**src/usb_loop_macros.svh**
```systemverilog
`ifndef USB_LOOP_MACROS_SVH
`define USB_LOOP_MACROS_SVH

// FIFO address bits, 2048 entries
`define FIFO_ABITS 11

// IN packet offered only once the level is above this
`define IN_READY_MIN 4

// OUT packet accepted only while the level is below this,
// leaves room for a full high-speed packet
`define OUT_READY_MAX 1024

// Start-of-frame count bits that drive the blink
`define BLINK_BIT 12
`define ERR_BLINK_LO 10

// Start-of-frame counter width
`define SOF_COUNT_BITS 24

`endif
```
**src/usb_status_leds.sv**
```systemverilog
`timescale 1ns/10ps
`include "usb_loop_macros.svh"

module usb_status_leds (
  input  logic       usb_clock,
  input  logic       usb_reset,

  input  logic       sof_i,
  input  logic       crc_err_i,
  input  logic       timeout_i,
  input  logic       activity_i,

  output logic [5:0] leds_o
);

  logic                        sof_q;
  logic                        sof_prev_q;
  logic [`SOF_COUNT_BITS-1:0]  sof_count_q;
  logic                        crc_latch_q;
  logic                        timeout_latch_q;
  logic                        sof_rise;
  logic                        blink;

  // Register sof first, then look for the rising edge
  always_ff @(posedge usb_clock) begin
    if (usb_reset) begin
      sof_q      <= 1'b0;
      sof_prev_q <= 1'b0;
    end else begin
      sof_q      <= sof_i;
      sof_prev_q <= sof_q;
    end
  end

  assign sof_rise = sof_q && !sof_prev_q;

  always_ff @(posedge usb_clock) begin
    if (usb_reset) begin
      sof_count_q <= '0;
    end else if (sof_rise) begin
      sof_count_q <= sof_count_q + 1'b1;
    end
  end

  // Sticky error flags, cleared only by reset
  always_ff @(posedge usb_clock) begin
    if (usb_reset) begin
      crc_latch_q     <= 1'b0;
      timeout_latch_q <= 1'b0;
    end else begin
      if (crc_err_i) begin
        crc_latch_q <= 1'b1;
      end
      if (timeout_i) begin
        timeout_latch_q <= 1'b1;
      end
    end
  end

  // Short flashes once a CRC error has been seen
  assign blink = crc_latch_q ?
                 (sof_count_q[`ERR_BLINK_LO] & sof_count_q[`ERR_BLINK_LO + 1]) :
                 sof_count_q[`BLINK_BIT];

  // LEDs are active low, the two lowest are not used
  always_ff @(posedge usb_clock) begin
    if (usb_reset) begin
      leds_o <= 6'b111111;
    end else begin
      leds_o <= {~blink, ~timeout_latch_q, ~crc_latch_q, ~activity_i, 2'b11};
    end
  end

endmodule

```
**config.mk**
```make
export PLATFORM = sky130hd
export DESIGN_NAME = usb_status_leds
export DESIGN_NICKNAME = d
export VERILOG_FILES = /design/src/usb_status_leds.sv
export VERILOG_INCLUDE_DIRS = /design/src
export SDC_FILE = /design/constraint.sdc
export NUM_CORES = 1
export LEC_CHECK = 0
export BUFFER_PORTS_ARGS = -buffer_cell sky130_fd_sc_hd__buf_2
export CORE_MARGIN = 3
export CORE_UTILIZATION = 45
export DETAILED_ROUTE_END_ITERATION = 8
export GPL_TIMING_DRIVEN = 1
export PLACE_DENSITY = 0.69
export SETUP_SLACK_MARGIN = 0.1
export SYNTH_ARGS = -nofsm -noshare
export SYNTH_HDL_FRONTEND = slang
export SYNTH_SLANG_ARGS = --single-unit
```
**constraint.sdc**
```tcl
create_clock -name usb_clock -period 1.65 [get_ports usb_clock]
set_input_delay 0.33 -clock usb_clock [delete_from_list [all_inputs] [get_ports usb_clock]]
set_output_delay 0.33 -clock usb_clock [all_outputs]
set_load 0.1 [all_outputs]
```
# Word level (Yosys, flattened, before mapping)
# Index checks and enable logic that the tools add are counted.
dict set report totals {
  output_inout_bits 6
  romBits 0
  n_memories 0
  latchBits 0
  register_bits 34
  ramBits 0
  wordCells 16
}
dict set report classes {
  n_div 0
  order_cmp 0
  multipliers 0
  eq_ne 0
  mux 1
  n_addsub 1
  n_reduce_logical 2
  bitwise_logic 5
  shifts 0
}
# operator n
set op_table {}
lappend op_table {{adder 24 x 1 -> 24 bit, second input constant} 1}
lappend op_table {{inverter 1 bit} 4}
lappend op_table {{bitwise AND 1 bit} 1}
lappend op_table {{logical AND 1 bit} 1}
lappend op_table {{logical NOT 1 bit} 1}
lappend op_table {{2-to-1 mux 1 bit} 1}

# Depth between registers and ports, before layout
dict set report depth {
  depth_word 3
  mapped_depth 4
  ltp_nobuf 4
}

# Worst setup path before layout
# No wires, ideal clock.
dict set report synth_path {
  kind {reg2reg}
  start {reg sof_count_q[0]}
  end {reg sof_count_q[12]}
  path_stages_with_launch 5
  arrival_ns 1.290
  synth_period_minus_slack_ns 1.411
  setup_slack_ns 0.239
  path_cell_list {dfxtp_1 > ha_1 > nand4b_1 > nor4_1 > mux2_2}
}
dict set report synth_between {
  elab_chain_len 1
}
# item line
set synth_rtl {}
lappend synth_rtl {{start, declared} usb_status_leds.sv:18} ;# logic [`SOF_COUNT_BITS-1:0] sof_count_q;
lappend synth_rtl {{start signal, assigned} usb_status_leds.sv:41} ;# sof_count_q <= sof_count_q + 1'b1;
lappend synth_rtl {{adder 24 x 1 -> 24 bit} usb_status_leds.sv:41}
# No other way between the ends.
# A chain may end at the register's enable or synchronous reset.

# Worst setup path in the final report
# Ends and elaborated chain as after synthesis.

==> impl_metrics.ini <==
[status]
outcome = finished clean

[global_route]
gr-usage-all-layers_pct = 14.06
grt_overflow_total = 0
grt_pass1_vias = 656
antenna_found_initial = 0
grt_pass1_wl_um = 2739
grt_start_max_net_pins = 25

[synth]
ys_types = 27
ys_seq_area_share_pct = 47.66
syn_area_um2 = 882.1
synth_warnings = 0
synthCells = 92
ys_ff_latch = 21
avgSynthCellArea_um2 = 9.588

[setup_path]
startpoint_type = register
cp_num_buf_inv = 0
arrival_ns = 1.69
crit_family = simple AND/OR/NAND/NOR gates
required_ns = 1.88
worstPathCellList = ha_1 > nand4b_1 > nor4_1 > mux2_2
cpMaxStageDelayCell = mux2_2
slowest_delay_ns = 0.37
worstPathMaxFanout = 5
worstSetupEndpointType = register
crit_type = register to register

[sta]
fin_skew_ns = 0.01214
min_period_ns = 1.462
holdWs_ns = 0.1543
setup_viol = 0
rsz0062_at_grt = no
finalSetupTns_ns = 0
fin_crit_sh_pct = 88.63
fmax_mhz = 683.8
maxSlewViolCount = 0
hold_viol = 0

[route]
wl_per_cell_um = 12.29
ant_nets = 0
drt_iter0_drc = 9
totalWireLength_um = 1598
num_vias = 699
dr.pass1.iters = 4
drc = 0
via_per_inst = 5.377

[clocking]
cts_made_buffers = 3
clk_latency_ns = 0.32
cts_root_buf = clkbuf_4
ctsHtreeMaxLevel = 1
cts_buffer_depth = 2
cts_tree = built
ctsHoldBuffers = 0
cts_sinks = 21
clk_pin_slew_ns = 0.13

[floorplan]
die_area_um2 = 2528
ios = 12
core-area_um2 = 1783
die_w_um = 50.28
rows = 15
initial_utilization_pct = 49.47
die_y_um = 50.28

[placed_design]
gp_congestion = 0.7124
io_buffers = 9
dp_hpwl_um = 1128

[power_and_ir_drop]
powerDensity_nw_per_um2 = 900.5
p_leak_uw = 0.0003498
ir_drop_uv = 709.4

[cells_and_area]
num_antenna_cells = 0
final_nets = 113
mostFrequentLayoutCells = dfxtp_1 (19), nor2_1 (10), buf_2 (9), a21oi_1 (7), nor2b_1 (6)
layout-drive-gt1-share_pct = 21.90
mostFrequentLayoutCell = dfxtp_1
area_delta_synth_final_pct = 11.06
final_util_pct = 54.95

[min_path]
hold_path.class = input port to register

[run]
max-cap-violations = 0
-- state kept, by name, indices dropped and copies added (netlist names) --
signal	flops
crc_latch_q	1
timeout_latch_q	1
leds_o	4
sof_q	1
sof_count_q	13
sof_prev_q	1
-- layer usage --
layer | vias to the layer above | track usage, % | part of all wire, %
li1 | 348 | - | -
met1 | 341 | 16.54 | 44
met2 | 6 | 23.48 | 52
met3 | 4 | 3.561 | 2.0
met4 | 0 | 6.912 | 2.3
met5 | - | 0 | 0
-- worst register-to-register path, stage by stage (launching register included) --
cell	delay (ns)
dfxtp_2	0.36
ha_1	0.17
nand4b_1	0.20
nor4_1	0.27
mux2_2	0.37
-- power breakdown --
part,switching (µW),leakage (µW),internal (µW)
logic,67.4,0.000164,20.8
clock network,173,0.0000139,92.6
registers,7.49,0.000172,520
-- kinds of logic (layout without fill, tap and decap cells) --
| logic type | Yosys count | count (layout) | share of synthesized area (%) |
|---|---|---|---|
| and+or+nand+nor | 41 | 41 | 28.09 |
| DFF | 21 | 21 | 47.66 |
| AOI/OAI and AO/OA | 15 | 15 | 9.929 |
| buffers and inverters | 7 | 19 | 5.531 |
| muxes | 4 | 4 | 4.964 |
| xor gates and xnor gates | 2 | 2 | 1.986 |
| adders and majority gates | 1 | 1 | 1.418 |
| other | 1 | 2 | 0.4251 |
-- cell type report --
| class | count | area (µm²) |
|---|---|---|
| fillers | 170 | 803.3 |
| flip-flops and latches | 21 | 422.9 |
| multi-input cells | 65 | 416.7 |
| repair buffers | 12 | 67.56 |
| well taps | 25 | 31.28 |
| clock buffers | 3 | 22.52 |
| inverters | 3 | 11.26 |
| clock inverters | 1 | 7.507 |
-- Yosys cell counts (all sizes together) --
library cell / count / area share [%]
a21o: 1 / 0.85
a21oi: 7 / 4.0
buf: 4 / 4.3
clkinv: 1 / 0.43
conb: 1 / 0.43
dfxtp: 21 / 48
ha: 1 / 1.4
inv: 2 / 0.85
mux2: 3 / 3.8
mux2i: 1 / 1.1
nand2: 3 / 1.3
nand2b: 4 / 2.8
nand3: 3 / 1.7
nand3b: 1 / 0.85
nand4: 2 / 3.1
nand4b: 2 / 2.0
nor2: 10 / 4.3
nor2b: 6 / 4.3
nor4: 3 / 2.1
o21ai: 3 / 1.7
o31ai: 4 / 3.4
or3: 3 / 2.3
or4: 4 / 3.4
xnor2: 2 / 2.0
-- path summary, 6_finish.rpt --
path | startpoint | end | slack (ns) | cells past startpoint
setup / recovery | sof_count_q[0] | sof_count_q[12] | 0.19 | 4
hold reg to reg | timeout_latch_q | leds_o[4] | 0.41 | 1
setup reg to reg | sof_count_q[0] | sof_count_q[12] | 0.19 | 4
hold / removal | activity_i | leds_o[2] | 0.15 | 2
-- timing repair --
action / CTS / global route
setup buffers: 0 / 1
gates resized for setup: 0 / 2
setup endpoints to repair: 0 / 3
-- per-stage QoR --
stage | setup WS, ns | cells | cell area (µm²) | total power [µW]
after floorplan | 0.2392 | 93 | 885.9 | 616.4
final | 0.1876 | 130 | 979.7 | 882.2
after CTS | 0.1202 | 129 | 969.7 | 883.0
after global routing | 0.09433 | 130 | 979.7 | 918.5
after global placement | 0.2001 | 125 | 939.7 | 622.3
after detailed placement | 0.1386 | 125 | 939.7 | 624.4
No activity file was read; power rests on OpenSTA's default activity.
